<file path="src/design/cache_pkg.sv">
// data cache shared types
// geometry and bus structs
package cache_pkg;

  // --------------------
  // geometry
  // --------------------
  localparam int unsigned WORD_WIDTH     = 64;
  localparam int unsigned BE_WIDTH       = 8;
  // word address, not byte address
  localparam int unsigned ADDR_WIDTH     = 10;
  localparam int unsigned WORDS_PER_LINE = 2;
  localparam int unsigned OFFSET_WIDTH   = 1;
  localparam int unsigned INDEX_WIDTH    = 4;
  localparam int unsigned TAG_WIDTH      = 5;
  localparam int unsigned NUM_SETS       = 16;
  localparam int unsigned NUM_WAYS       = 2;
  // cycles from valid rising to ack
  localparam int unsigned MEM_LATENCY    = 4;
  localparam int unsigned ID_WIDTH       = 4;

  // --------------------
  // core side
  // --------------------
  typedef struct packed {
    logic                  req;
    logic                  we;
    logic [ADDR_WIDTH-1:0] addr;
    logic [BE_WIDTH-1:0]   be;
    logic [WORD_WIDTH-1:0] wdata;
    logic [ID_WIDTH-1:0]   id;
  } core_req_t;

  typedef struct packed {
    logic                  rvalid;
    logic [ID_WIDTH-1:0]   rid;
    logic [WORD_WIDTH-1:0] rdata;
  } core_rsp_t;

  // --------------------
  // arrays
  // --------------------
  typedef struct packed {
    logic                 valid;
    logic [TAG_WIDTH-1:0] tag;
  } tag_entry_t;

  // word 0 sits in the low half
  typedef logic [WORDS_PER_LINE-1:0][WORD_WIDTH-1:0] line_t;

  // shared by the front read and the controller write
  typedef struct packed {
    logic                   en;
    logic [NUM_WAYS-1:0]    we_way;
    logic [INDEX_WIDTH-1:0] index;
  } arr_req_t;

  // request as captured by the front end
  typedef struct packed {
    logic                    we;
    logic [TAG_WIDTH-1:0]    tag;
    logic [INDEX_WIDTH-1:0]  index;
    logic [OFFSET_WIDTH-1:0] offset;
    logic [BE_WIDTH-1:0]     be;
    logic [WORD_WIDTH-1:0]   wdata;
    logic [ID_WIDTH-1:0]     id;
  } pend_req_t;

  // --------------------
  // backing memory
  // --------------------
  typedef struct packed {
    logic                  valid;
    logic                  we;
    logic [ADDR_WIDTH-1:0] addr;
    logic [BE_WIDTH-1:0]   be;
    logic [WORD_WIDTH-1:0] wdata;
  } mem_req_t;

  typedef struct packed {
    logic  ack;
    line_t rline;
  } mem_rsp_t;

endpackage

</file>
<file path="src/design/cache_array.sv">
// single port array bank
`timescale 1ns/1ns

module cache_array #(
  parameter type entry_t = cache_pkg::line_t
) (
  input  logic                              clk_i,
  input  logic                              rst_ni,
  input  logic                              en_i,
  input  logic                              we_i,
  input  logic [cache_pkg::INDEX_WIDTH-1:0] index_i,
  input  entry_t                            wdata_i,
  output entry_t                            rdata_o
);
  import cache_pkg::*;

  // one entry per set
  entry_t mem_q [NUM_SETS];

  // --------------------
  // storage and read port
  // --------------------
  // cleared on reset so every tag starts invalid
  // read data is registered and held while en_i is low
  always_ff @(posedge clk_i or negedge rst_ni) begin
    if (!rst_ni) begin
      for (int unsigned i = 0; i < NUM_SETS; i++) begin
        mem_q[i] <= '0;
      end
      rdata_o <= '0;
    end else if (en_i) begin
      if (we_i) begin
        mem_q[index_i] <= wdata_i;
      end else begin
        rdata_o <= mem_q[index_i];
      end
    end
  end

  // a way select from the controller must come with the shared enable
  we_needs_en_a: assert property (@(posedge clk_i) disable iff (!rst_ni)
    we_i |-> en_i);

endmodule

</file>
<file path="config.mk">
export PLATFORM = sky130hd
export DESIGN_NAME = cache_array
export DESIGN_NICKNAME = d
export VERILOG_FILES = /design/src/design/cache_pkg.sv /design/src/design/cache_array.sv
export SDC_FILE = /design/constraint.sdc
export NUM_CORES = 2
export LEC_CHECK = 0
export BUFFER_PORTS_ARGS = -buffer_cell sky130_fd_sc_hd__buf_2
export CAP_MARGIN = 20
export CORE_ASPECT_RATIO = 1.2
export CORE_MARGIN = 1
export CORE_UTILIZATION = 50
export CTS_BUF_LIST = sky130_fd_sc_hd__clkbuf_16
export DETAILED_ROUTE_END_ITERATION = 8
export GPL_ROUTABILITY_DRIVEN = 1
export HOLD_SLACK_MARGIN = 0.06
export PLACE_DENSITY = 0.66
export SLEW_MARGIN = 15
export SYNTH_ARGS = -nofsm -noshare
export SYNTH_HDL_FRONTEND = slang
export SYNTH_SLANG_ARGS = --single-unit
</file>
<file path="constraint.sdc">
create_clock -name clk_i -period 3.3 [get_ports clk_i]
set_clock_uncertainty 0.05 [all_clocks]
set_input_delay 0.825 -clock clk_i [delete_from_list [all_inputs] [get_ports clk_i]]
set_output_delay 0.825 -clock clk_i [all_outputs]
set_load 0.03 [all_outputs]
</file>
# After elaboration in Yosys (flattened, before gate mapping)
# Index checks and enable logic that the tools add are counted.
# op_classes
addsub,0
bitwise,2
n_eq_ne,0
shift,0
n_mux,6
n_div,0
reduce_logical,3
order_cmp,2
mul,0
# op_table
op,n
bitwise mux 2048 bit,1
binary-select mux 128 bit (select 4 bit),1
demux 128 bit (select 4 bit),1
two-way mux 128 bit,3
greater-or-equal comparator 5 bit (second input constant),1
< comparator 5 x 1 -> 1 bit (second input constant),1
inverter 4 -> 5 bit,1
AND reduction 2 bit,2
logical AND 1 bit,1
inverter 1 bit,1
# word_totals
mem_bits_ro,0
elab_cells,47
ram_bits,0
memories,0
in_bits,136
output_inout_bits,128
register_bits,2176
latchBits,0

# Depth between registers and ports, before layout
# logic_depth
depth_word,6
mapped_depth,8
mapped_depth_nobuf,4

# Worst setup path before layout
# OpenSTA, ideal clock, no wires.
# synth_timing
kind,input to register
startpoint,input index_i[1] (netlist name)
endpoint,register rdata_o[0] (netlist name)
path_buffers,3
t_required_ps,3109
cell_stages,6
setup_time_ps,141
path_slack_ps,955
arrival_time_ps,2154
path_cell_list,buf_2 -> buf_2 -> buf_2 -> mux4_2 -> o21ai_1 -> a31oi_1
# synth_between
elab_chain_len,4
# synth_lines
element,line_no,rtl
start: declaration,cache_array.sv:11,"input logic [cache_pkg::INDEX_WIDTH-1:0] index_i,"
inverter 4 -> 5 bit (not written as such),cache_array.sv:35,rdata_o <= mem_q[index_i];
binary-select mux 128 bit (select 4 bit),cache_array.sv:35,
two-way mux 128 bit (not written as such) (2 in series),cache_array.sv:35,
end signal: assignment,cache_array.sv:35,
end: declaration,cache_array.sv:13,output entry_t rdata_o
# No other way between the ends. The select of a mux whose other input is x is not followed.
# A chain may end at the register's enable or synchronous reset.

# Worst setup path in the final report
# layout_timing
startpoint,register rdata_o[98] (netlist name)
endpoint,output rdata_o[98] (netlist name)
# No word-level cell between the ends.

==> results.md <==
* Outcome: finished, final reports clean
* Cell Chain, Critical Path: buf_2
* Netlist Area Pre-Place at 96,270 sq um
* CP Capture Type: output pin
* Yosys top cell area share at 56.56%
* Maximum Capacitance Violations at 0
* First-pass GRT wire length at 389,400 um
* Buf/Inv on CP at 1
* Ranking of synthesized cells by area: dfrtp_1 57%, mux2_2 24%, mux2i_1 8.0%, mux4_2 3.0%, o22ai_1 1.7%
* Std-Cell Rows at 176
* Reg2reg start: mem_q[1221]
* CTS max path bufs at 3
* Critical path fanouts, max at 2
* Rel. slew slack at 32.09%
* Met3 WL at 15,560 um
* Fin Setup TNS at 0 ns
* Setup Viol. Count Final at 0
* Initial antenna violation count at 53
* Worst path max stage delay at 0.56 ns
* Pins Over Slew Limit at 0
* Worst ir drop on vdd at 0.5501 mV
* Multi-input gate area in the final layout at 39,070 sq um
* Slowest-stage cell, CP: dfrtp_1
* Iter 0 DRT Violations at 3,881
* Register Area at 54,450 sq um
* Pre-antenna DRT Iters at 5
* Gr usage total at 26.35%
* R2R depth at 3
* Final HPWL DP at 139,200 um
* Overall via count from detail_route at 57,338
* Final hold vios at 0
* Final wirelength at 252,800 um
* Static Leak at 49.32 nW
* Most common flop cell mapped by yosys: dfrtp_1
* Layout Nets at 6,855
* Largest net degree at the start of global routing at 142
* Total gr overflow at 0
* Worst-skew pair later-pin latency at 0.87 ns
* Die X at 402.6 um
* WP data required at 2.42 ns
* Post-route DRC at 0
* Vias per cell at 6.094
* Period utilization at 77.55%
* Root Driver: clkbuf_16
* Synth area leader: dfrtp_1
* Synth cell count leaders: 2,176 x dfrtp_1, 2,048 x mux2_2, 768 x mux2i_1, 314 x buf_2, 266 x nor2_1
* Filler instances at 15,540
* Met1 WL at 112,100 um
* Final ANT Viol Nets at 0
* Placed cell count at 8,992
* Max Freq at 390.8 MHz
* Asr flop ratio synth at 100.0%
* Core ar. at 191,400 sq um
* Clock Sink Count at 2,176
* Port Buffers at 263
* Worst path depth at 1
* Share of layout cells above drive strength 1 at 42.67%
* Critical Path Source Type: flip-flop
* Number of synthesis warnings at 0
* Mean Syn Cell Area at 14.46 sq um
* Crit path from: rdata_o[98]
* End of the critical path: rdata_o[98]
* CTS H-tree depth at 4
* EDFF count, synth at 0
* Flop2flop setup slack at 1.76 ns
* Register area share after synthesis at 56.56%
* CTS tree: yes
* Die height at 482.7 um
* Min Clock Period, post-route at 2.559 ns
* Reg clk slew, reported paths at 0.07 ns
* Layout Cells excl Fill at 9,409
* Most frequent cell after synthesis: dfrtp_1
* CP Data Arrival Time at 1.68 ns
* Met2 routed WL at 119,300 um
* CP top delay family: flip-flops
* Post-synthesis register bit count at 2,176
* RD Place Congestion at 0.7695
* Syn_nets at 6,794
* Unrepaired setup endpoints after global routing: no
* Worst Path Class, Setup: flip-flop to output pin
* Synth-to-layout area growth at 11.88%
* Vias in the first global route at 60,752
* Die area at 194,300 sq um
* Tightest Pin Transition at 1.019 ns
* Initial core utilization at 50.31%
* WL/cell at 26.87 um
* Inserted Clock Buffers at 216
* Synth Instances at 6,658
* Power density over the cells at 639.2 nW/um^2
* Synth unique cells at 27
* Ports at 264
* Reg-to-Reg End: rdata_o[69]
* Top layer in use: met5
* HP Class: input pin to flip-flop
[logic make-up (layout without fill, tap and decap cells)]
kind of cell | Yosys count | after routing | synth area share (%)
AND/OR/NAND/NOR | 288 | 288 | 1.176
flip-flops | 2176 | 2176 | 56.56
buffers and inverters | 610 | 852 | 2.997
other | 0 | 17 | 0
AO/OA/AOI/OAI | 640 | 640 | 4.326
multiplexers | 2944 | 2944 | 34.94
[worst reg2reg max path: cells and delay by family (launching register included)]
kind	cells	cell delay, ns
compound gates	2	0.52
mux	1	0.45
flops	1	0.38
[worst min-delay path by stage]
stage                      start          end  slack (ns)  depth (start not counted)
floorplan            mem_q[1727]  mem_q[1727]        0.42                          1
global placement     mem_q[2007]  mem_q[2007]        0.43                          1
detailed placement   mem_q[2027]  mem_q[2027]        0.44                          1
CTS                 wdata_i[102]  mem_q[2022]        0.28                          2
global route         wdata_i[51]  mem_q[1715]        0.35                          2
finish               wdata_i[76]    mem_q[76]        0.36                          2
[repair_timing]
item / in CTS / in global routing
endpoints found under the hold margin: 8 / 0
resized for setup: 0 / 0
buffers inserted: 0 / 0
hold buffers: 1 / 0
[sequential cells by signal, summed over array words and instances, names as in the netlist]
| name | flops |
|---|---|
| rdata_o | 128 |
| mem_q | 2048 |
[layer usage]
layer / GRT usage (%) / vias up
met4: 7.027 / 66
met5: 0 / -
li1: - / 24606
met2: 42.09 / 1335
met3: 5.303 / 433
met1: 36.83 / 30898
[layout by cell type, fill, tap and decap left out, types with 2 or more instances in the layout]
master and n:
nor2_1 257, nor2b_4 2, nand4b_1 2, nand3b_1 2
nor2_4 9, clkinvlp_4 2, buf_12 116, mux4_2 128
clkinv_2 44, mux2i_1 768, clkinv_1 64, nand2_1 2
a221oi_1 128, clkinv_8 2, clkbuf_16 218, dfrtp_1 2176
nand2_4 3, inv_6 7, o21ai_1 103, mux2_2 2048
a31oi_1 128, bufinv_16 16, inv_1 41, clkinv_16 2
buf_4 74, inv_16 3, o22ai_1 256, o21ai_0 25
diode_2 17, nand2b_1 2, buf_8 4, buf_2 258
nor3_2 4
[report_power, final]
group	switching [W]	total, W	internal [W]
Clock	0.0105	0.0237	0.0132
Sequential	0.00262	0.0344	0.0318
Combinational	0.00476	0.0107	0.00591
Total	0.0179	0.0688	0.0509
[layout make-up]
type,count,area share [%]
Tap cell,2492,2.895
Timing Repair Buffer,453,3.936
Multi-Input combinational cell,3872,36.28
Sequential cell,2176,50.56
Clock buffer,218,5.065
Clock inverter,181,1.229
Antenna cell,17,0.03950
[through the flow]
step                      utilization (%)  cell area, sq um  total power (W)  hold slack, ns  setup WS (ns)
after floorplan                         -             96270          0.04211          0.4245         0.9553
after global placement              52.71            100900          0.04500          0.4318         0.2724
after detailed placement            52.71            100900          0.04567          0.4395         0.2057
after CTS                           56.26            107700          0.06947          0.2826         0.6678
after global routing                56.26            107700          0.07204          0.3535         0.7131
final                               56.28            107700          0.06885          0.3615         0.7409
No activity file was read; power rests on OpenSTA's default activity.
