File: config.mk
export PLATFORM = sky130hd
export DESIGN_NAME = cache_ctrl
export DESIGN_NICKNAME = d
export VERILOG_FILES = /design/src/design/cache_pkg.sv /design/src/design/cache_ctrl.sv
export SDC_FILE = /design/constraint.sdc
export NUM_CORES = 1
export LEC_CHECK = 0
export BUFFER_PORTS_ARGS = -buffer_cell sky130_fd_sc_hd__buf_2
export CORE_AREA = 2 2 307 309
export DETAILED_ROUTE_END_ITERATION = 10
export DIE_AREA = 0 0 309 311
export PLACE_DENSITY = 0.4
export SYNTH_ARGS = -nofsm -noshare
export SYNTH_HDL_FRONTEND = slang
export SYNTH_SLANG_ARGS = --single-unit
File: constraint.sdc
create_clock -name clk_i -period 5.9 [get_ports clk_i]
set_input_delay 0.295 -clock clk_i [delete_from_list [all_inputs] [get_ports clk_i]]
set_output_delay 0.295 -clock clk_i [all_outputs]
set_load 0.02 [all_outputs]
File: src/design/cache_pkg.sv
// data cache shared types
// geometry and bus structs
package cache_pkg;

  // --------------------
  // geometry
  // --------------------
  localparam int unsigned WORD_WIDTH     = 64;
  localparam int unsigned BE_WIDTH       = 8;
  // word address, not byte address
  localparam int unsigned ADDR_WIDTH     = 10;
  localparam int unsigned WORDS_PER_LINE = 2;
  localparam int unsigned OFFSET_WIDTH   = 1;
  localparam int unsigned INDEX_WIDTH    = 4;
  localparam int unsigned TAG_WIDTH      = 5;
  localparam int unsigned NUM_SETS       = 16;
  localparam int unsigned NUM_WAYS       = 2;
  // cycles from valid rising to ack
  localparam int unsigned MEM_LATENCY    = 4;
  localparam int unsigned ID_WIDTH       = 4;

  // --------------------
  // core side
  // --------------------
  typedef struct packed {
    logic                  req;
    logic                  we;
    logic [ADDR_WIDTH-1:0] addr;
    logic [BE_WIDTH-1:0]   be;
    logic [WORD_WIDTH-1:0] wdata;
    logic [ID_WIDTH-1:0]   id;
  } core_req_t;

  typedef struct packed {
    logic                  rvalid;
    logic [ID_WIDTH-1:0]   rid;
    logic [WORD_WIDTH-1:0] rdata;
  } core_rsp_t;

  // --------------------
  // arrays
  // --------------------
  typedef struct packed {
    logic                 valid;
    logic [TAG_WIDTH-1:0] tag;
  } tag_entry_t;

  // word 0 sits in the low half
  typedef logic [WORDS_PER_LINE-1:0][WORD_WIDTH-1:0] line_t;

  // shared by the front read and the controller write
  typedef struct packed {
    logic                   en;
    logic [NUM_WAYS-1:0]    we_way;
    logic [INDEX_WIDTH-1:0] index;
  } arr_req_t;

  // request as captured by the front end
  typedef struct packed {
    logic                    we;
    logic [TAG_WIDTH-1:0]    tag;
    logic [INDEX_WIDTH-1:0]  index;
    logic [OFFSET_WIDTH-1:0] offset;
    logic [BE_WIDTH-1:0]     be;
    logic [WORD_WIDTH-1:0]   wdata;
    logic [ID_WIDTH-1:0]     id;
  } pend_req_t;

  // --------------------
  // backing memory
  // --------------------
  typedef struct packed {
    logic                  valid;
    logic                  we;
    logic [ADDR_WIDTH-1:0] addr;
    logic [BE_WIDTH-1:0]   be;
    logic [WORD_WIDTH-1:0] wdata;
  } mem_req_t;

  typedef struct packed {
    logic  ack;
    line_t rline;
  } mem_rsp_t;

endpackage

File: src/design/cache_ctrl.sv
// cache hit, miss and store controller
`timescale 1ns/1ns

module cache_ctrl (
  input  logic                                         clk_i,
  input  logic                                         rst_ni,
  input  logic                                         start_i,
  input  cache_pkg::pend_req_t                         pend_i,
  input  cache_pkg::tag_entry_t [cache_pkg::NUM_WAYS-1:0] tag_rd_i,
  input  cache_pkg::line_t [cache_pkg::NUM_WAYS-1:0]   line_rd_i,
  output cache_pkg::arr_req_t                          arr_wr_o,
  output cache_pkg::tag_entry_t                        tag_wr_o,
  output cache_pkg::line_t                             line_wr_o,
  output cache_pkg::mem_req_t                          mem_req_o,
  input  cache_pkg::mem_rsp_t                          mem_rsp_i,
  output logic                                         store_gnt_o,
  output logic                                         done_o,
  output cache_pkg::core_rsp_t                         rsp_o
);
  import cache_pkg::*;

  typedef enum logic [1:0] {
    S_IDLE,
    S_LOOKUP,
    S_REFILL_WAIT,
    S_STORE_WAIT
  } state_e;

  state_e                state_d, state_q;
  logic [NUM_WAYS-1:0]   hit_vec;
  logic [NUM_WAYS-1:0]   victim_vec;
  line_t                 hit_line;
  line_t                 merged_line;
  logic [WORD_WIDTH-1:0] hit_word;
  logic [WORD_WIDTH-1:0] merged_word;
  logic [WORD_WIDTH-1:0] fill_word_q;
  logic                  mem_ack_q;
  // one round-robin bit per set picks the next victim way
  logic [NUM_SETS-1:0]   rr_q;
  logic                  refill_en;

  // --------------------
  // way select
  // --------------------
  always_comb begin
    hit_line = '0;
    for (int unsigned w = 0; w < NUM_WAYS; w++) begin
      hit_vec[w] = tag_rd_i[w].valid && (tag_rd_i[w].tag == pend_i.tag);
      if (hit_vec[w]) begin
        hit_line = hit_line | line_rd_i[w];
      end
    end
    hit_word = hit_line[pend_i.offset];
  end

  // store bytes merged over the hit word
  always_comb begin
    merged_word = hit_word;
    for (int unsigned b = 0; b < BE_WIDTH; b++) begin
      if (pend_i.be[b]) begin
        merged_word[8*b +: 8] = pend_i.wdata[8*b +: 8];
      end
    end
    merged_line = hit_line;
    merged_line[pend_i.offset] = merged_word;
  end

  // victim way from the set's round-robin bit
  always_comb begin
    victim_vec = '0;
    victim_vec[rr_q[pend_i.index]] = 1'b1;
  end

  // --------------------
  // FSM
  // --------------------
  always_comb begin
    state_d   = state_q;
    refill_en = 1'b0;
    arr_wr_o  = '0;
    tag_wr_o.valid = 1'b1;
    tag_wr_o.tag   = pend_i.tag;
    line_wr_o = mem_rsp_i.rline;
    // memory fields follow the pending request, only valid is gated
    mem_req_o.valid = 1'b0;
    mem_req_o.we    = pend_i.we;
    mem_req_o.addr  = {pend_i.tag, pend_i.index, pend_i.offset};
    mem_req_o.be    = pend_i.be;
    mem_req_o.wdata = pend_i.wdata;
    store_gnt_o  = 1'b0;
    done_o       = 1'b0;
    rsp_o.rvalid = 1'b0;
    rsp_o.rid    = pend_i.id;
    rsp_o.rdata  = '0;

    case (state_q)
      S_IDLE: begin
        if (start_i) begin
          state_d = S_LOOKUP;
          // write-through does not wait for the tag compare
          mem_req_o.valid = pend_i.we;
        end
      end
      S_LOOKUP: begin
        if (pend_i.we) begin
          mem_req_o.valid = 1'b1;
          state_d = S_STORE_WAIT;
          // store hit updates the line in place
          if (|hit_vec) begin
            arr_wr_o.en     = 1'b1;
            arr_wr_o.we_way = hit_vec;
            arr_wr_o.index  = pend_i.index;
            line_wr_o       = merged_line;
          end
        end else if (|hit_vec) begin
          rsp_o.rvalid = 1'b1;
          rsp_o.rdata  = hit_word;
          done_o  = 1'b1;
          state_d = S_IDLE;
        end else begin
          mem_req_o.valid = 1'b1;
          state_d = S_REFILL_WAIT;
        end
      end
      S_REFILL_WAIT: begin
        if (mem_ack_q) begin
          rsp_o.rvalid = 1'b1;
          rsp_o.rdata  = fill_word_q;
          done_o  = 1'b1;
          state_d = S_IDLE;
        end else begin
          mem_req_o.valid = 1'b1;
          // line and tag go into the victim on the ack cycle
          if (mem_rsp_i.ack) begin
            refill_en       = 1'b1;
            arr_wr_o.en     = 1'b1;
            arr_wr_o.we_way = victim_vec;
            arr_wr_o.index  = pend_i.index;
          end
        end
      end
      S_STORE_WAIT: begin
        if (mem_ack_q) begin
          store_gnt_o = 1'b1;
          done_o  = 1'b1;
          state_d = S_IDLE;
        end else begin
          mem_req_o.valid = 1'b1;
        end
      end
      default: state_d = S_IDLE;
    endcase
  end

  always_ff @(posedge clk_i or negedge rst_ni) begin
    if (!rst_ni) begin
      state_q   <= S_IDLE;
      mem_ack_q <= 1'b0;
      rr_q      <= '0;
    end else begin
      state_q   <= state_d;
      mem_ack_q <= mem_rsp_i.ack;
      if (refill_en) begin
        rr_q[pend_i.index] <= ~rr_q[pend_i.index];
      end
    end
  end

  // refill word returned one cycle after ack
  always_ff @(posedge clk_i) begin
    if (mem_rsp_i.ack) begin
      fill_word_q <= mem_rsp_i.rline[pend_i.offset];
    end
  end

  // a line lives in one way only
  hit_onehot_a: assert property (@(posedge clk_i) disable iff (!rst_ni)
    (state_q == S_LOOKUP) |-> $onehot0(hit_vec));

  // responses only ever answer loads
  rvalid_load_only_a: assert property (@(posedge clk_i) disable iff (!rst_ni)
    rsp_o.rvalid |-> !pend_i.we);

endmodule

== Word level (Yosys, flattened, before mapping) ==
Cells that the tools add are included.
Cells by class
  reductions and logical operators: 9
  bitwise logic cells: 2
  equality and inequality tests: 7
  order comparisons: 6
  muxes and demuxes: 55
Operators with widths (number)
  2-to-1 mux 128 bit: 5
  2-to-1 mux 64 bit: 8
  bitwise mux 128 bit: 1
  OR 128 bit: 1
  case mux 64 bit (2 select lines): 1
  demux 64 bit (select 1 bit): 1
  2-to-1 mux 8 bit: 8
  2-to-1 mux 7 bit: 4
  bitwise mux 16 bit: 1
  2-to-1 mux 1 bit: 14
  case mux 7 bit (2 select lines): 1
  == test 5 bit: 2
  2-to-1 mux 2 bit: 4
  case mux 2 bit (3 select lines): 1
  logical AND 1 bit: 5
  less-than comparator 4 x 5 -> 1 bit, second input constant: 1
  binary-select mux 1 bit (select 4 bit): 1
  demux 1 bit (select 4 bit): 1
  == test 2 bit, second input constant: 2
  greater-or-equal comparator 4 x 1 -> 1 bit, second input constant: 1
  less-than comparator 1 x 2 -> 1 bit, second input constant: 2
  case mux 1 bit (2 select lines): 2
  OR reduction 2 bit: 2
  case mux 1 bit (3 select lines): 1
  8 further kinds: 9
Storage, ports and cells
  word-level logic and storage cells: 83
  register bits: 83
  input bits: 487

== Logic depth before layout (Yosys ltp) ==
  depth after elaboration: 12
  depth in mapped cells: 10

== Least setup slack after synthesis ==
OpenSTA, ideal clock, no wires.
  path type: register to output
  start point: register state_q[0]
  end point: output rsp_o[38] (netlist name)
  cell stages (with the launch flop): 11
  path buffers: 3
  data required time: 5.605 ns
  arrival: 2.388 ns
  slack: 3.217 ns
  path through: dfrtp_1 -> inv_1 -> ha_1 -> buf_2 -> and3_1 -> clkbuf_1 -> clkbuf_1 -> nand2_1 -> nand2_1 -> a221oi_1 -> a221oi_1
RTL lines
  from (decl): RTL line cache_ctrl.sv:29  | state_e state_d, state_q;
  from (signal assigned): RTL line cache_ctrl.sv:161  | state_q <= state_d;
  to (decl): RTL line cache_ctrl.sv:18  | output cache_pkg::core_rsp_t rsp_o

==> flow_summary.json <==
{
  "htreeDepth": 3,
  "hp-start": "mem_rsp_i[107]",
  "drive_gt1_frac": 0.458,
  "yosys.cell_types.count": 41,
  "path_cells": "inv_1 > ha_1 > and3_4 > buf_4 > nand2_1 > nand2_1 > a221oi_1 > a221oi_2 > buf_2",
  "clkTransAtPathRegs_ns": 0.09,
  "cts_resized": 0,
  "vias": 15300,
  "ys_warn_count": 0,
  "wl_mm": 75.0,
  "ys.flop_type": "edfxtp_1",
  "cellPowerDensity_nw_per_um2": 164,
  "syn-instance-count": 1562,
  "syn2layout_area_growth_pct": 39.2,
  "start_util": 0.130,
  "reg2reg_from": "state_q[0]$_DFFE_PN0P_",
  "period_needed_ns": 3.81,
  "yosysSeqAreaShare": 0.198,
  "fin_area_um2": 16800,
  "critical_path_buf_inv_count": 3,
  "synth_enable_flop_cells": 64,
  "finalSetupViolCount": 0,
  "drc": 0,
  "fin_setup_tns_ns": 0,
  "worstMarginPinSlew_ns": 1.16,
  "coreArea_um2": 92800,
  "rsz0062_at_grt": "false",
  "num_io_pins": 783,
  "grt_pass1_wl_mm": 105,
  "drv_cap": 0,
  "post-cts-setup-buffers": 0,
  "slew_violations": 0,
  "hpwl_mm": 58.9,
  "cts_tree": "done",
  "max_stage_delay_ns": 0.54,
  "drt_iter0_markers": 1201,
  "ant_nets": 0,
  "cp.arrival_ns": 3.52,
  "timing.critical_path.from": "state_q[0]$_DFFE_PN0P_",
  "dr.pass1.iters": 8,
  "criticalPathCategory": "flop to output pin",
  "die_area_um2": 96100,
  "grt_max_degree": 132,
  "multi_input_area_um2": 8310,
  "gp_congestion": 0.948,
  "grt_overflow": 0,
  "async_flop_share": 0.229,
  "hold_path.class": "input pin to flop",
  "fin_worst_skew_ns": 0.00939,
  "synth_area_per_cell_um2": 7.73,
  "critPathCaptureType": "output pin",
  "cts-hold-fix-buffers": 1,
  "core.rowCount": 112,
  "syn_nets": 2054,
  "post-route-util": 0.181,
  "critPathTopFamily": "buffers and inverters",
  "finalCritPeriodShare": 0.646,
  "maxSlewHeadroom": 0.224,
  "fillers": 10600,
  "antenna_found_initial": 12,
  "port_buffers": 773,
  "die_x_um": 309,
  "hold_ws_ns": 0.219,
  "ys_seq_elements": 83,
  "fmax_ghz": 0.262,
  "finalHoldViolCount": 0,
  "power_w": 0.00276,
  "crit_slowest_cell": "ha_1",
  "track_usage": 0.146,
  "register_area_um2": 2400,
  "crit_path_frequent_cell": "nand2_1",
  "clock_path_buffers": 2,
  "crit_required_ns": 5.61,
  "cellLeakagePower_nw": 6.82,
  "cts_root_buf": "clkbuf_16",
  "dpl_cell_area_um2": 16500,
  "status": "finished clean",
  "numClockSinks": 83,
  "die_h_um": 311,
  "cts_made_buffers": 9,
  "fin_nets": 2610,
  "clk_latency_ns": 0.38,
  "avgViaCountPerCell": 4.52,
  "wl_per_cell_um": 22.1,
  "crit_fanout": 39,
  "grt_pass1_vias": 15000,
  "ir_drop_uv": 132,
  "synth_area_um2": 12100,
  "startpoint_type": "flop"
}
[cell usage after synthesis, drive strengths merged (10+ instances only)]
cell type | count | area, µm²
mux2 | 73 | 822
edfxtp | 64 | 1920
a32o | 128 | 1280
nor2b | 10 | 62.6
nor2 | 266 | 998
xor2 | 12 | 105
dfrtp | 19 | 475
buf | 152 | 1030
clkbuf | 108 | 405
a221oi | 185 | 1930
a21oi | 14 | 70.1
nand2 | 200 | 751
nand2b | 115 | 719
o22ai | 130 | 813
[per-stage QoR]
stage                     setup slack, ns  cells
after global placement               2.37   3360
after floorplan                      3.22   1562
after global routing                 1.87   3385
after detailed placement             2.36   3360
after CTS                            2.08   3377
final                                2.09   3386
[registers in the layout, indices dropped and copies added (netlist names)]
name and cells:
fill_word_q 64, mem_ack_q 1, rr_q 16, state_q 2
[cell usage in the layout (no fill, tap or decap), types with 7 or more instances in the layout]
cell type and n:
xor2_1 12, a32o_1 128, nand2b_1 115, a221oi_1 135, or3b_2 8, a221oi_2 50, edfxtp_1 64, nor2_1 265
dfrtp_1 19, mux2_2 73, nor2b_2 7, nand2_1 200, buf_4 27, nand3b_1 9, buf_2 771, diode_2 9
a21oi_1 14, a22oi_1 7, clkbuf_16 9, and2_1 9, o22ai_1 130
[final timing paths]
kind / endpoint / slack (ns) / depth (start not counted)
min in group asynchronous: rr_q[5]$_DFFE_PN0P_ / 0.39 / 2
setup / recovery: rsp_o[43] / 2.09 / 9
hold / removal: fill_word_q[43]$_DFFE_PP_ / 0.22 / 2
hold reg to reg: rr_q[11]$_DFFE_PN0P_ / 0.46 / 1
max in group asynchronous: state_q[0]$_DFFE_PN0P_ / 5.18 / 2
setup reg to reg: rr_q[0]$_DFFE_PN0P_ / 3.67 / 6
[area by class of cell]
class / instances / area share
multi-input combinational: 1213 / 0.494
antenna: 9 / 0.00134
clock buffer: 9 / 0.0134
clock inverter: 7 / 0.00454
tap: 1254 / 0.0933
inverter: 6 / 0.00134
timing repair buffer: 805 / 0.249
sequential: 83 / 0.143
[layer usage]
metal  vias to the layer above  global-route usage  part of all wire
met1                      7466               0.178              0.41
met3                       102              0.0248             0.064
li1                       7016                   -                 -
met4                         6              0.0645             0.038
met2                       722               0.250              0.49
met5                         -                   0           0.00061
[where the power goes]
group          internal, W  switching (W)
registers         0.000715      0.0000448
clock network     0.000304       0.000348
logic             0.000493       0.000858
[worst reg2reg max path, cell delays in order, from the launching register on]
cell      delay, ns
dfrtp_1        0.43
inv_1          0.12
ha_1           0.24
nand3b_1       0.32
or3_1          0.48
nor3_1         0.18
mux2_2         0.35
[cell families after synthesis]
logic type	Yosys count	synth area share
AO/OA/AOI/OAI	474	0.349
buffers and inverters	266	0.121
multiplexers	79	0.0772
XOR/XNOR	18	0.0131
AND/OR/NAND/NOR	636	0.236
other	1	0.000310
flip-flops	83	0.198
adder cells (fa/ha/maj)	5	0.00518
Power figures use the tool's default switching activity.
