===== src/design/cache_pkg.sv =====
// data cache shared types
// geometry and bus structs
package cache_pkg;

  // --------------------
  // geometry
  // --------------------
  localparam int unsigned WORD_WIDTH     = 64;
  localparam int unsigned BE_WIDTH       = 8;
  // word address, not byte address
  localparam int unsigned ADDR_WIDTH     = 10;
  localparam int unsigned WORDS_PER_LINE = 2;
  localparam int unsigned OFFSET_WIDTH   = 1;
  localparam int unsigned INDEX_WIDTH    = 4;
  localparam int unsigned TAG_WIDTH      = 5;
  localparam int unsigned NUM_SETS       = 16;
  localparam int unsigned NUM_WAYS       = 2;
  // cycles from valid rising to ack
  localparam int unsigned MEM_LATENCY    = 4;
  localparam int unsigned ID_WIDTH       = 4;

  // --------------------
  // core side
  // --------------------
  typedef struct packed {
    logic                  req;
    logic                  we;
    logic [ADDR_WIDTH-1:0] addr;
    logic [BE_WIDTH-1:0]   be;
    logic [WORD_WIDTH-1:0] wdata;
    logic [ID_WIDTH-1:0]   id;
  } core_req_t;

  typedef struct packed {
    logic                  rvalid;
    logic [ID_WIDTH-1:0]   rid;
    logic [WORD_WIDTH-1:0] rdata;
  } core_rsp_t;

  // --------------------
  // arrays
  // --------------------
  typedef struct packed {
    logic                 valid;
    logic [TAG_WIDTH-1:0] tag;
  } tag_entry_t;

  // word 0 sits in the low half
  typedef logic [WORDS_PER_LINE-1:0][WORD_WIDTH-1:0] line_t;

  // shared by the front read and the controller write
  typedef struct packed {
    logic                   en;
    logic [NUM_WAYS-1:0]    we_way;
    logic [INDEX_WIDTH-1:0] index;
  } arr_req_t;

  // request as captured by the front end
  typedef struct packed {
    logic                    we;
    logic [TAG_WIDTH-1:0]    tag;
    logic [INDEX_WIDTH-1:0]  index;
    logic [OFFSET_WIDTH-1:0] offset;
    logic [BE_WIDTH-1:0]     be;
    logic [WORD_WIDTH-1:0]   wdata;
    logic [ID_WIDTH-1:0]     id;
  } pend_req_t;

  // --------------------
  // backing memory
  // --------------------
  typedef struct packed {
    logic                  valid;
    logic                  we;
    logic [ADDR_WIDTH-1:0] addr;
    logic [BE_WIDTH-1:0]   be;
    logic [WORD_WIDTH-1:0] wdata;
  } mem_req_t;

  typedef struct packed {
    logic  ack;
    line_t rline;
  } mem_rsp_t;

endpackage


===== src/design/req_front.sv =====
// cache request front end
`timescale 1ns/1ns

module req_front (
  input  logic                 clk_i,
  input  logic                 rst_ni,
  input  cache_pkg::core_req_t req_i,
  input  logic                 done_i,
  output logic                 gnt_o,
  output cache_pkg::arr_req_t  arr_rd_o,
  output cache_pkg::pend_req_t pend_o,
  output logic                 start_o,
  output logic                 busy_o
);
  import cache_pkg::*;

  logic                    busy_q;
  logic                    accept;
  logic [TAG_WIDTH-1:0]    req_tag;
  logic [INDEX_WIDTH-1:0]  req_index;
  logic [OFFSET_WIDTH-1:0] req_offset;

  // word address split
  assign req_tag    = req_i.addr[ADDR_WIDTH-1 -: TAG_WIDTH];
  assign req_index  = req_i.addr[OFFSET_WIDTH +: INDEX_WIDTH];
  assign req_offset = req_i.addr[OFFSET_WIDTH-1:0];

  // take a request whenever nothing is in flight
  assign accept = req_i.req && !busy_q;
  // loads are granted on acceptance, stores later by the controller
  assign gnt_o  = accept && !req_i.we;
  assign busy_o = busy_q || accept;

  // read both arrays at the request index in the accept cycle
  // all zero otherwise so the top can OR in the controller write
  always_comb begin
    arr_rd_o = '0;
    if (accept) begin
      arr_rd_o.en    = 1'b1;
      arr_rd_o.index = req_index;
    end
  end

  // --------------------
  // control state
  // --------------------
  always_ff @(posedge clk_i or negedge rst_ni) begin
    if (!rst_ni) begin
      busy_q  <= 1'b0;
      start_o <= 1'b0;
    end else begin
      start_o <= accept;
      if (accept) begin
        busy_q <= 1'b1;
      end else if (done_i) begin
        busy_q <= 1'b0;
      end
    end
  end

  // captured request, held stable until done
  always_ff @(posedge clk_i) begin
    if (accept) begin
      pend_o.we     <= req_i.we;
      pend_o.tag    <= req_tag;
      pend_o.index  <= req_index;
      pend_o.offset <= req_offset;
      pend_o.be     <= req_i.be;
      pend_o.wdata  <= req_i.wdata;
      pend_o.id     <= req_i.id;
    end
  end

  // done only closes a request that has already started
  single_pending_a: assert property (@(posedge clk_i) disable iff (!rst_ni)
    done_i |-> (busy_q && !start_o));

endmodule


===== config.mk =====
export PLATFORM = sky130hd
export DESIGN_NAME = req_front
export DESIGN_NICKNAME = d
export VERILOG_FILES = /design/src/design/cache_pkg.sv /design/src/design/req_front.sv
export SDC_FILE = /design/constraint.sdc
export NUM_CORES = 1
export LEC_CHECK = 0
export ABC_CLOCK_PERIOD_IN_PS = 2600
export BUFFER_PORTS_ARGS = -buffer_cell sky130_fd_sc_hd__buf_2
export CORE_MARGIN = 2
export CORE_UTILIZATION = 35
export CTS_BUF_LIST = sky130_fd_sc_hd__clkbuf_4
export DETAILED_ROUTE_END_ITERATION = 12
export HOLD_SLACK_MARGIN = 0.02
export PLACE_DENSITY = 0.69
export SLEW_MARGIN = 0
export SYNTH_ARGS = -nofsm -noshare
export SYNTH_HDL_FRONTEND = slang
export SYNTH_SLANG_ARGS = --single-unit

===== constraint.sdc =====
create_clock -name clk_i -period 2.6 [get_ports clk_i]
set_clock_uncertainty 0.15 [all_clocks]
set_input_delay 0.13 -clock clk_i [delete_from_list [all_inputs] [get_ports clk_i]]
set_output_delay 0.13 -clock clk_i [all_outputs]
set_load 0.02 [all_outputs]

Yosys cells after proc, flatten, opt, wreduce, memory -nomap -nowiden
Index checks and enable logic that the tools add are counted.
{"block": "op_classes", "muxes": 4, "n_reduce_logical": 6}
{"cell": "2-to-1 mux 4 bit", "n": 1}
{"cell": "2-to-1 mux 1 bit", "n": 3}
{"cell": "logical AND 1 bit", "n": 2}
{"cell": "logical NOT 1 bit", "n": 2}
{"cell": "nonzero test 2 bit", "n": 1}
{"cell": "logical OR 1 bit", "n": 1}
{"block": "totals", "reg_bits": 89, "word_cells": 19, "output_inout_bits": 97}

Logic depth before layout (Yosys ltp)
Gate-level depths: netlist of the first run.
{"block": "logic_depth", "ltp_word": 3, "mapped_depth": 2, "mapped_depth_nobuf": 2}

Least setup slack after synthesis of the first run
No wires, ideal clock.
{"block": "synth_path", "kind": "flip-flop to output port", "start": "register busy_q", "end": "output gnt_o", "stages_incl_launch_ff": 3, "arrival_ps": 2228, "setup_slack_ps": 92, "path_cell_list": "dfrtp_1 > nor2b_4 > nor2b_1"}
{"block": "synth_via", "elab_chain_cells": 3}
{"item": "start: declaration", "line": "req_front.sv:17", "text": "logic busy_q;"}
{"item": "start signal: assignment", "line": "req_front.sv:49", "text": "busy_q <= 1'b0;"}
{"item": "start signal: assignment", "line": "req_front.sv:54", "text": "busy_q <= 1'b1;"}
{"item": "start signal: assignment", "line": "req_front.sv:56", "text": "busy_q <= 1'b0;"}
{"item": "logical NOT 1 bit", "line": "req_front.sv:29", "text": "assign accept = req_i.req && !busy_q;"}
{"item": "logical AND 1 bit", "line": "req_front.sv:29"}
{"item": "via accept", "line": "req_front.sv:18", "text": "logic accept;"}
{"item": "logical AND 1 bit", "line": "req_front.sv:31", "text": "assign gnt_o = accept && !req_i.we;"}
{"item": "end: declaration", "line": "req_front.sv:9", "text": "output logic gnt_o,"}
The timed path passes the listed nets, and every way through them passes these cells.

Worst setup path after layout of the first run
{"block": "layout_path", "start": "register busy_q", "end": "output gnt_o"}
{"block": "layout_via", "elab_chain_cells": 3}
{"item": "logical NOT 1 bit", "line": "req_front.sv:29"}
{"item": "logical AND 1 bit", "line": "req_front.sv:29"}
{"item": "logical AND 1 bit", "line": "req_front.sv:31"}
No other way between the ends.

==> impl_metrics.yaml, run 1 <==
outcome:
  status: "complete, no violations"
cts:
  cts_hold_buf: 92
  cts_buffers: 9
  postCtsSetupBuffers: 0
  cts_max_level: 3
  cts_resized: 0
  cts_sinks: 89
  cts_tree: "done"
  clkTransAtPathRegs_ns: 0.15
  cts_buffer_depth: 2
  clk_latency_ns: 0.42
  cts_root_buf: "clkbuf_4"
critical_path:
  crit_type: "reg2out"
  regToRegSetupSlack_ns: 0.98
  slowest_stage: "dfrtp_1"
  cp-end-kind: "output pin"
  critical_path.reg2reg.endpoint: "busy_q$_DFFE_PN0P_"
  r2r_start: "busy_q$_DFFE_PN0P_"
  path_cells: "nor2b_4, buf_12, nor2b_1, buf_2"
  worstPathRequired_ns: 2.32
  cp.arrival_ns: 1.98
  cp_slowest_stage_delay_ns: 0.45
  cp_top_family: "simple AND/OR/NAND/NOR gates"
  path_buf_inv: 2
  start_kind: "flop"
  path_max_fanout: 44
  worst_setup_path_startpoint: "busy_q$_DFFE_PN0P_"
  worstRegToRegCells: 3
die:
  core_area_um2: 7690
  die_x_um: 92.6
  initial_core_util_pct: 35.8
  num_rows: 32
  die_area_um2: 8580
  io_pins: 188
  die_h_um: 92.6
final_layout:
  fin_nets: 480
  drive_above_1_share_pct: 52.0
  nFillCells: 557
  fin_cells: 496
  final_cell_mix: "185 x buf_2, 92 x dlygate4sd3_1, 87 x edfxtp_1"
  mostFrequentLayoutCell: "buf_2"
  syn2layout_area_growth_pct: 78.7
  n_antenna_cell: 0
placed_design:
  numPortBuffers: 185
  gp_congestion: 0.713
  placed_cells: 388
  hpwl_um: 4570
  post-place-ws_ns: 0.885
timing:
  fmax_mhz: 443
  post-route-period-util_pct: 86.8
  slew_violations: 0
  rsz0062_at_grt: "no"
  hold_viol: 0
  fin_setup_tns_ns: 0
  setup_ws_ns: 0.342
  setup_viol: 0
  fin_crit_ns: 2.26
grt:
  gr-usage-all-layers_pct: 18.3
  overflow: 0
  grt_start_max_net_pins: 45
  grt_pass1_vias: 2340
  antenna_found_initial: 0
  grt_pass1_wl_um: 11400
power_and_ir_drop:
  finalPower_mw: 3.06
  power_density_nw_per_um2: 623
  p_leak_nw: 2.09
  ir_drop_uv: 402
synth:
  syn-instance-count: 101
  ys_warn_count: 0
  ys_ff_latch: 89
  ys_types: 9
  syn_avg_cell_area_um2: 27.2
  seq_area_frac_synth_pct: 96.8
  syn-cell-area_um2: 2750
drt:
  drt_pre_antenna_iters: 4
  wl_per_cell_um: 15.7
  drc: 0
  ant_nets: 0
  vias: 2058
  finalWirelength_um: 7760
  drt_iter0_drc: 73
  avgViaCountPerCell: 4.15
worst_hold_path:
  hold_end: "pend_o[28]$_DFFE_PP_"
  min_path_type: "in2reg"
  holdCritStartpoint: "req_i[28]"
  whs_path_depth: 2
job:
  drv_cap: 0
-- cell usage after synthesis --
| master | instances | area [µm²] |
|---|---|---|
| edfxtp_1 | 87 | 2610 |
| and2_1 | 4 | 25.0 |
| buf_4 | 3 | 22.5 |
| dfrtp_1 | 2 | 50.1 |
| a21boi_1 | 1 | 7.51 |
| conb_1 | 1 | 3.75 |
| nor2b_1 | 1 | 6.26 |
| nor2b_4 | 1 | 13.8 |
| or2_4 | 1 | 8.76 |
-- through the flow --
step	instance area, µm²	hold slack (ns)	utilization (%)
floorplan	2750	-0.316	-
detailed placement	3820	-0.231	49.8
finish	4910	0.254	63.9
global placement	3820	-0.230	49.8
global route	4910	0.216	63.9
CTS	4910	0.210	63.9
-- final cells by class --
cell class                 instances  area, µm²  share of cell area, %
clock inverter                     7        101                   2.06
sequential                        89       2660                   54.2
clock buffer                       9       67.6                   1.37
tap                              102        128                   2.60
multi-input combinational         10       68.8                   1.40
timing repair buffer             279       1890                   38.4
-- worst max-delay path by stage --
stage	slack [ns]	to	depth (start not counted)
4_1_cts	0.39	gnt_o	4
5_1_grt	0.22	gnt_o	4
2_1_floorplan	0.09	gnt_o	2
3_3_place_gp	0.94	gnt_o	4
6_report	0.34	gnt_o	4
3_5_place_dp	0.89	gnt_o	4
-- logic make-up after synthesis --
family	count (synthesis)	share of synthesized area, %
flip-flops	89	96.8
AO/OA/AOI/OAI	1	0.273
AND/OR/NAND/NOR	7	1.96
buffers and inverters	3	0.819
other	1	0.136
-- sequential cells by signal, summed over array words and instances (netlist names) --
name     flops
pend_o      87
start_o      1
busy_q       1
-- power breakdown --
part           internal, mW  switching [mW]  total (mW)
clock                 0.398           0.474       0.872
combinational         0.217           0.257       0.475
sequential             1.69          0.0253        1.72
total                  2.31           0.757        3.06
-- routing by layer --
metal,up-vias,global-route usage [%],part of all wire [%]
li1,969,-,-
met4,0,8.58,2.9
met1,958,18.0,34
met5,-,0,0
met3,16,8.22,9.0
met2,115,32.8,54
Power figures use the tool's default switching activity.
==> run 2, diff against run 1 <==
ABC_AREA = 1   (was unset)
CORE_MARGIN = unset   (was 2)
==> run 2 against run 1 <==
Net effect:
- register-to-register slack worse by 0.16 ns
- total power is 0.54% lower
- sequential power about the same
- synthesized area is 0.18% higher
- critical path type unchanged
- largest cell class unchanged
- largest power group unchanged
==> impl_metrics.yaml, run 2 <==
timing:
  setup_viol: 0
  fmax_mhz: 447
  rsz0062_at_grt: "no"
  fin_setup_tns_ns: 0
  hold_slack_ns: 0.259
  hold_viol: 0
  fin_crit_ns: 2.23
  setup_ws_ns: 0.365
  post-route-period-util_pct: 86.0
  slew_violations: 0
critical_path:
  worstRegToRegCells: 4
  start_kind: "flop"
  worstPathRequired_ns: 2.32
  path_max_fanout: 81
  crit_type: "reg2out"
  cp-end-kind: "output pin"
  cp.arrival_ns: 1.95
die:
  initial_core_util_pct: 37.0
  io_pins: 188
  core_area_um2: 7450
  die_area_um2: 8230
  die_h_um: 90.7
  num_rows: 31
  die_x_um: 90.7
power_and_ir_drop:
  p_leak_nw: 2.11
  pwr-share-seq_pct: 56.4
  ir_drop_uv: 491
  p_int_mw: 2.29
  p_clk_share_pct: 28.1
  finalPower_mw: 3.05
  power_density_nw_per_um2: 622
  power.switching_mw: 0.755
  swShare_pct: 24.8
  p_comb_share_pct: 15.5
worst_hold_path:
  min_path_type: "in2reg"
  whs_path_depth: 2
synth:
  syn_avg_cell_area_um2: 25.0
  yosys.cell_count.top_type: "edfxtp_1"
  netlist_top_cells_count: "87 x edfxtp_1, 7 x inv_1, 7 x nor2_1"
  ys_types: 9
  synth_edf_count: 87
  synthTopCellsByArea: "edfxtp_1 95%, dfrtp_1 1.8%, inv_1 0.95%"
  seq_area_frac_synth_pct: 96.6
  syn-cell-area_um2: 2760
  synth_ff_type: "edfxtp_1"
  synth_top_area_share_pct: 94.8
  syn-instance-count: 110
  synth_top_area_cell: "edfxtp_1"
  ys_ff_latch: 89
  ys_warn_count: 0
  async_reset_ff_share_pct: 2.25
final_layout:
  drive_above_1_share_pct: 50.7
  mostFrequentLayoutCell: "buf_2"
  final_cell_mix: "185 x buf_2, 92 x dlygate4sd3_1, 87 x edfxtp_1"
  fin_nets: 488
  largest_register_ff_count: 87
  fin_cells: 503
  multiInputGateArea_um2: 43.8
  syn2layout_area_growth_pct: 77.7
  final_util_pct: 65.8
  top_regs: "pend_o x87, busy_q x1, start_o x1"
  fin_area_um2: 4900
  regMostFlops: "pend_o"
  nFillCells: 540
  ff_latch_area_um2: 2660
placed_design:
  gp_congestion: 0.725
  placed_cells: 393
  place_area_um2: 3810
  hpwl_um: 4590
  numPortBuffers: 185
  post-place-ws_ns: 0.930
cts:
  cts_resized: 0
  cts_buffers: 9
  cts_hold_buf: 92
  cts_sinks: 89
  cts_root_buf: "clkbuf_4"
  cts_tree: "done"
  cts_buffer_depth: 2
  cts_max_level: 3
  clkTransAtPathRegs_ns: 0.14
  clk_latency_ns: 0.40
  postCtsSetupBuffers: 0
drt:
  drc: 0
  drt_pre_antenna_iters: 4
  finalWirelength_um: 8260
  vias: 2154
  drt_iter0_drc: 76
  ant_nets: 0
  avgViaCountPerCell: 4.28
  wl_per_cell_um: 16.4
grt:
  grt_start_max_net_pins: 82
  grt_pass1_wl_um: 12000
  antenna_found_initial: 2
  gr-usage-all-layers_pct: 20.1
  grt_pass1_vias: 2420
  overflow: 0
job:
  drv_cap: 0
outcome:
  status: "complete, no violations"
run 2: cell count changes after synthesis, sizes merged:
cell    previous run  this run
a21boi             1         0
and2               4         0
inv                0         8
nand2              0         2
nor2               0         7
nor2b              2         0
or2                1         0
run 2: path summary, 6_finish.rpt:
| kind | slack [ns] | start | endpoint |
|---|---|---|---|
| min in group asynchronous | 0.43 | rst_ni | start_o$_DFF_PN0_ |
| max in group asynchronous | 1.70 | rst_ni | busy_q$_DFFE_PN0P_ |
| min | 0.26 | req_i[57] | pend_o[57]$_DFFE_PP_ |
| max reg2reg | 0.82 | busy_q$_DFFE_PN0P_ | pend_o[55]$_DFFE_PP_ |
| min reg2reg | 0.74 | busy_q$_DFFE_PN0P_ | start_o$_DFF_PN0_ |
| max | 0.37 | busy_q$_DFFE_PN0P_ | arr_rd_o[6] |
run 2: area by class of cell:
class                           count  area share (%)
Antenna cell                        2           0.102
Multi-Input combinational cell     11           0.894
Sequential cell                    89            54.4
Tap cell                           99            2.53
Timing Repair Buffer              278            38.1
Clock inverter                      7            1.92
Inverter                            8           0.690
Clock buffer                        9            1.38
run 2: power by group through the flow:
stage,logic [mW],clock network [mW],registers (mW)
floorplan,0.0643,0,1.87
global placement,0.348,0,1.74
detailed placement,0.353,0,1.75
CTS,0.465,0.866,1.71
global route,0.500,0.920,1.73
finish,0.474,0.855,1.72
run 2: kinds of logic (layout without fill, tap and decap cells):
logic type    Yosys count  in the layout  share of synthesized area, %
buf+inv                11            302                          1.91
flops                  89             89                          96.6
other cells             1              4                         0.136
simple gates            9              9                          1.32
run 2: metal layers:
metal  vias to the layer above  global-route usage (%)  wire length, µm
li1                        984                       -                -
met1                      1015                    19.1             2790
met2                       130                    35.9             4380
met3                        25                    8.16              778
met4                         0                    12.1              310
met5                         -                       0                0
run 2: critical path: stages (launching register included):
cell and delay, ns:
dfrtp_1 0.45, inv_2 0.07, nand2_2 0.10, clkinvlp_4 0.22, buf_12 0.35, buf_2 0.25
==> run 3, diff against run 2 <==
GPL_TIMING_DRIVEN = 0   (was unset)
==> run 3 against run 2 <==
Net effect:
- setup slack better by 0.10 ns
- die area did not move
- via count grew 0.97%
- critical path type unchanged
- register-to-register slack lost 0.16 ns
- utilization grew 0.47 points
- total power up 1.3%
- sequential share of layout area is 0.39 points lower
- wire length about the same
- flip-flop and latch count unchanged
- maximum frequency rose by 4.9%
- highest routed layer unchanged
- combinational power up 2%
- non-clock buffer count grew 3
==> impl_metrics.yaml, run 3 (synthesis gave the netlist of run 2 again) <==
cts:
  cts_root_buf: "clkbuf_4"
  cts_buffer_depth: 2
  cts_resized: 0
  clk_latency_ns: 0.43
  cts_tree: "done"
  cts_sinks: 89
  clkTransAtPathRegs_ns: 0.15
  cts_buffers: 9
  cts_max_level: 3
final_layout:
  n_antenna_cell: 0
  final_cell_mix: "185 x buf_2, 91 x dlygate4sd3_1, 87 x edfxtp_1"
  top_regs: "pend_o x87, busy_q x1, start_o x1"
  syn2layout_area_growth_pct: 79.0
  drive_above_1_share_pct: 51.6
  mostFrequentLayoutCell: "buf_2"
  largest_register_ff_count: 87
  fin_nets: 491
  nFillCells: 529
  regMostFlops: "pend_o"
die:
  die_h_um: 90.7
  num_rows: 31
  io_pins: 188
  core_area_um2: 7450
  initial_core_util_pct: 37.0
  die_area_um2: 8230
  die_x_um: 90.7
grt:
  overflow: 0
  grt_start_max_net_pins: 38
  antenna_found_initial: 0
  grt_pass1_wl_um: 12700
  gr-usage-all-layers_pct: 21.1
  grt_pass1_vias: 2450
critical_path:
  worstRegToRegCells: 5
  start_kind: "flop"
  regToRegSetupSlack_ns: 0.66
  worst_setup_path_startpoint: "busy_q$_DFFE_PN0P_"
  cp.arrival_ns: 1.85
  r2r_start: "busy_q$_DFFE_PN0P_"
  slowest_stage: "dfrtp_1"
  cp-end-kind: "output pin"
  crit_type: "reg2out"
  worstPathRequired_ns: 2.32
  cp_slowest_stage_delay_ns: 0.42
  path_cells: "inv_2, nand2_2, clkinvlp_4, buf_4, buf_2"
  critical_path.endpoint: "arr_rd_o[6]"
  path_max_fanout: 19
  critical_path.reg2reg.endpoint: "pend_o[9]$_DFFE_PP_"
power_and_ir_drop:
  p_comb_share_pct: 15.7
  power.switching_mw: 0.780
  p_leak_nw: 2.13
  ir_drop_uv: 469
  swShare_pct: 25.3
  power_density_nw_per_um2: 626
  p_int_mw: 2.31
  pwr-share-seq_pct: 55.7
  p_clk_share_pct: 28.7
timing:
  fmax_mhz: 469
  rsz0062_at_grt: "no"
  fin_crit_ns: 2.13
  hold_viol: 0
  slew_violations: 0
  setup_viol: 0
  fin_setup_tns_ns: 0
  post-route-period-util_pct: 82.0
  hold_slack_ns: 0.245
drt:
  finalWirelength_um: 8260
  drt_iter0_drc: 54
  drt_pre_antenna_iters: 4
  avgViaCountPerCell: 4.32
  vias: 2175
  wl_per_cell_um: 16.4
  drc: 0
  ant_nets: 0
job:
  drv_cap: 0
worst_hold_path:
  whs_path_depth: 2
  min_path_type: "in2reg"
placed_design:
  numPortBuffers: 185
  hpwl_um: 4690
  gp_congestion: 0.731
outcome:
  status: "complete, no violations"
==> run 3: power groups by stage <==
stage / combinational [mW] / sequential [mW] / clock [mW]
3_3_place_gp: 0.346 / 1.75 / 0
3_5_place_dp: 0.365 / 1.75 / 0
4_1_cts: 0.474 / 1.72 / 0.907
2_1_floorplan: 0.0643 / 1.87 / 0
5_1_grt: 0.512 / 1.73 / 0.965
6_report: 0.483 / 1.72 / 0.885
==> run 3: per-stage QoR <==
step	setup slack, ns	cell area [µm²]	utilization [%]	power (mW)	cells
finish	0.469	4930	66.2	3.09	504
global route	0.333	4930	66.2	3.20	504
CTS	0.489	4930	66.2	3.10	504
detailed placement	0.725	3850	51.7	2.11	397
global placement	-0.326	3810	51.2	2.10	395
floorplan	0.254	2760	-	1.93	111
==> run 3: how the worst min path moves through the flow <==
stage	start	end	slack, ns
after global routing	req_i[84]	pend_o[84]$_DFFE_PP_	0.21
after CTS	req_i[60]	pend_o[60]$_DFFE_PP_	0.21
after floorplan	rst_ni	busy_q$_DFFE_PN0P_	-0.32
after global placement	rst_ni	start_o$_DFF_PN0_	-0.22
after detailed placement	rst_ni	start_o$_DFF_PN0_	-0.22
final	req_i[67]	pend_o[67]$_DFFE_PP_	0.24
==> run 3: layout make-up <==
type	count	area, µm²	area share [%]
buffer	3	22.5	0.457
clock buffer	9	67.6	1.37
clock inverter	7	101	2.05
inverter	8	33.8	0.685
multi-input combinational	11	43.8	0.888
sequential	89	2660	54.0
tap	99	124	2.51
timing repair buffer	278	1880	38.1
==> run 3: timing repair <==
item | in CTS | in global routing
endpoints found under the hold margin | 90 | 0
hold buffers | 91 | 0
buffers inserted | 0 | 0
endpoints found under the setup margin | 0 | 0
==> run 3: layer usage <==
metal | part of all wire, % | wire length, µm | track usage (%)
met4 | 2.3 | 192 | 8.47
met2 | 54 | 4480 | 39.1
met1 | 34 | 2800 | 19.8
met3 | 9.4 | 778 | 9.68
met5 | 0 | 0 | 0
==> run 3: worst max-delay path: cells and delay by family, from the launching register on <==
family        cells  cell delay, ns
flops             1            0.42
simple gates      1            0.14
buf+inv           4            0.86
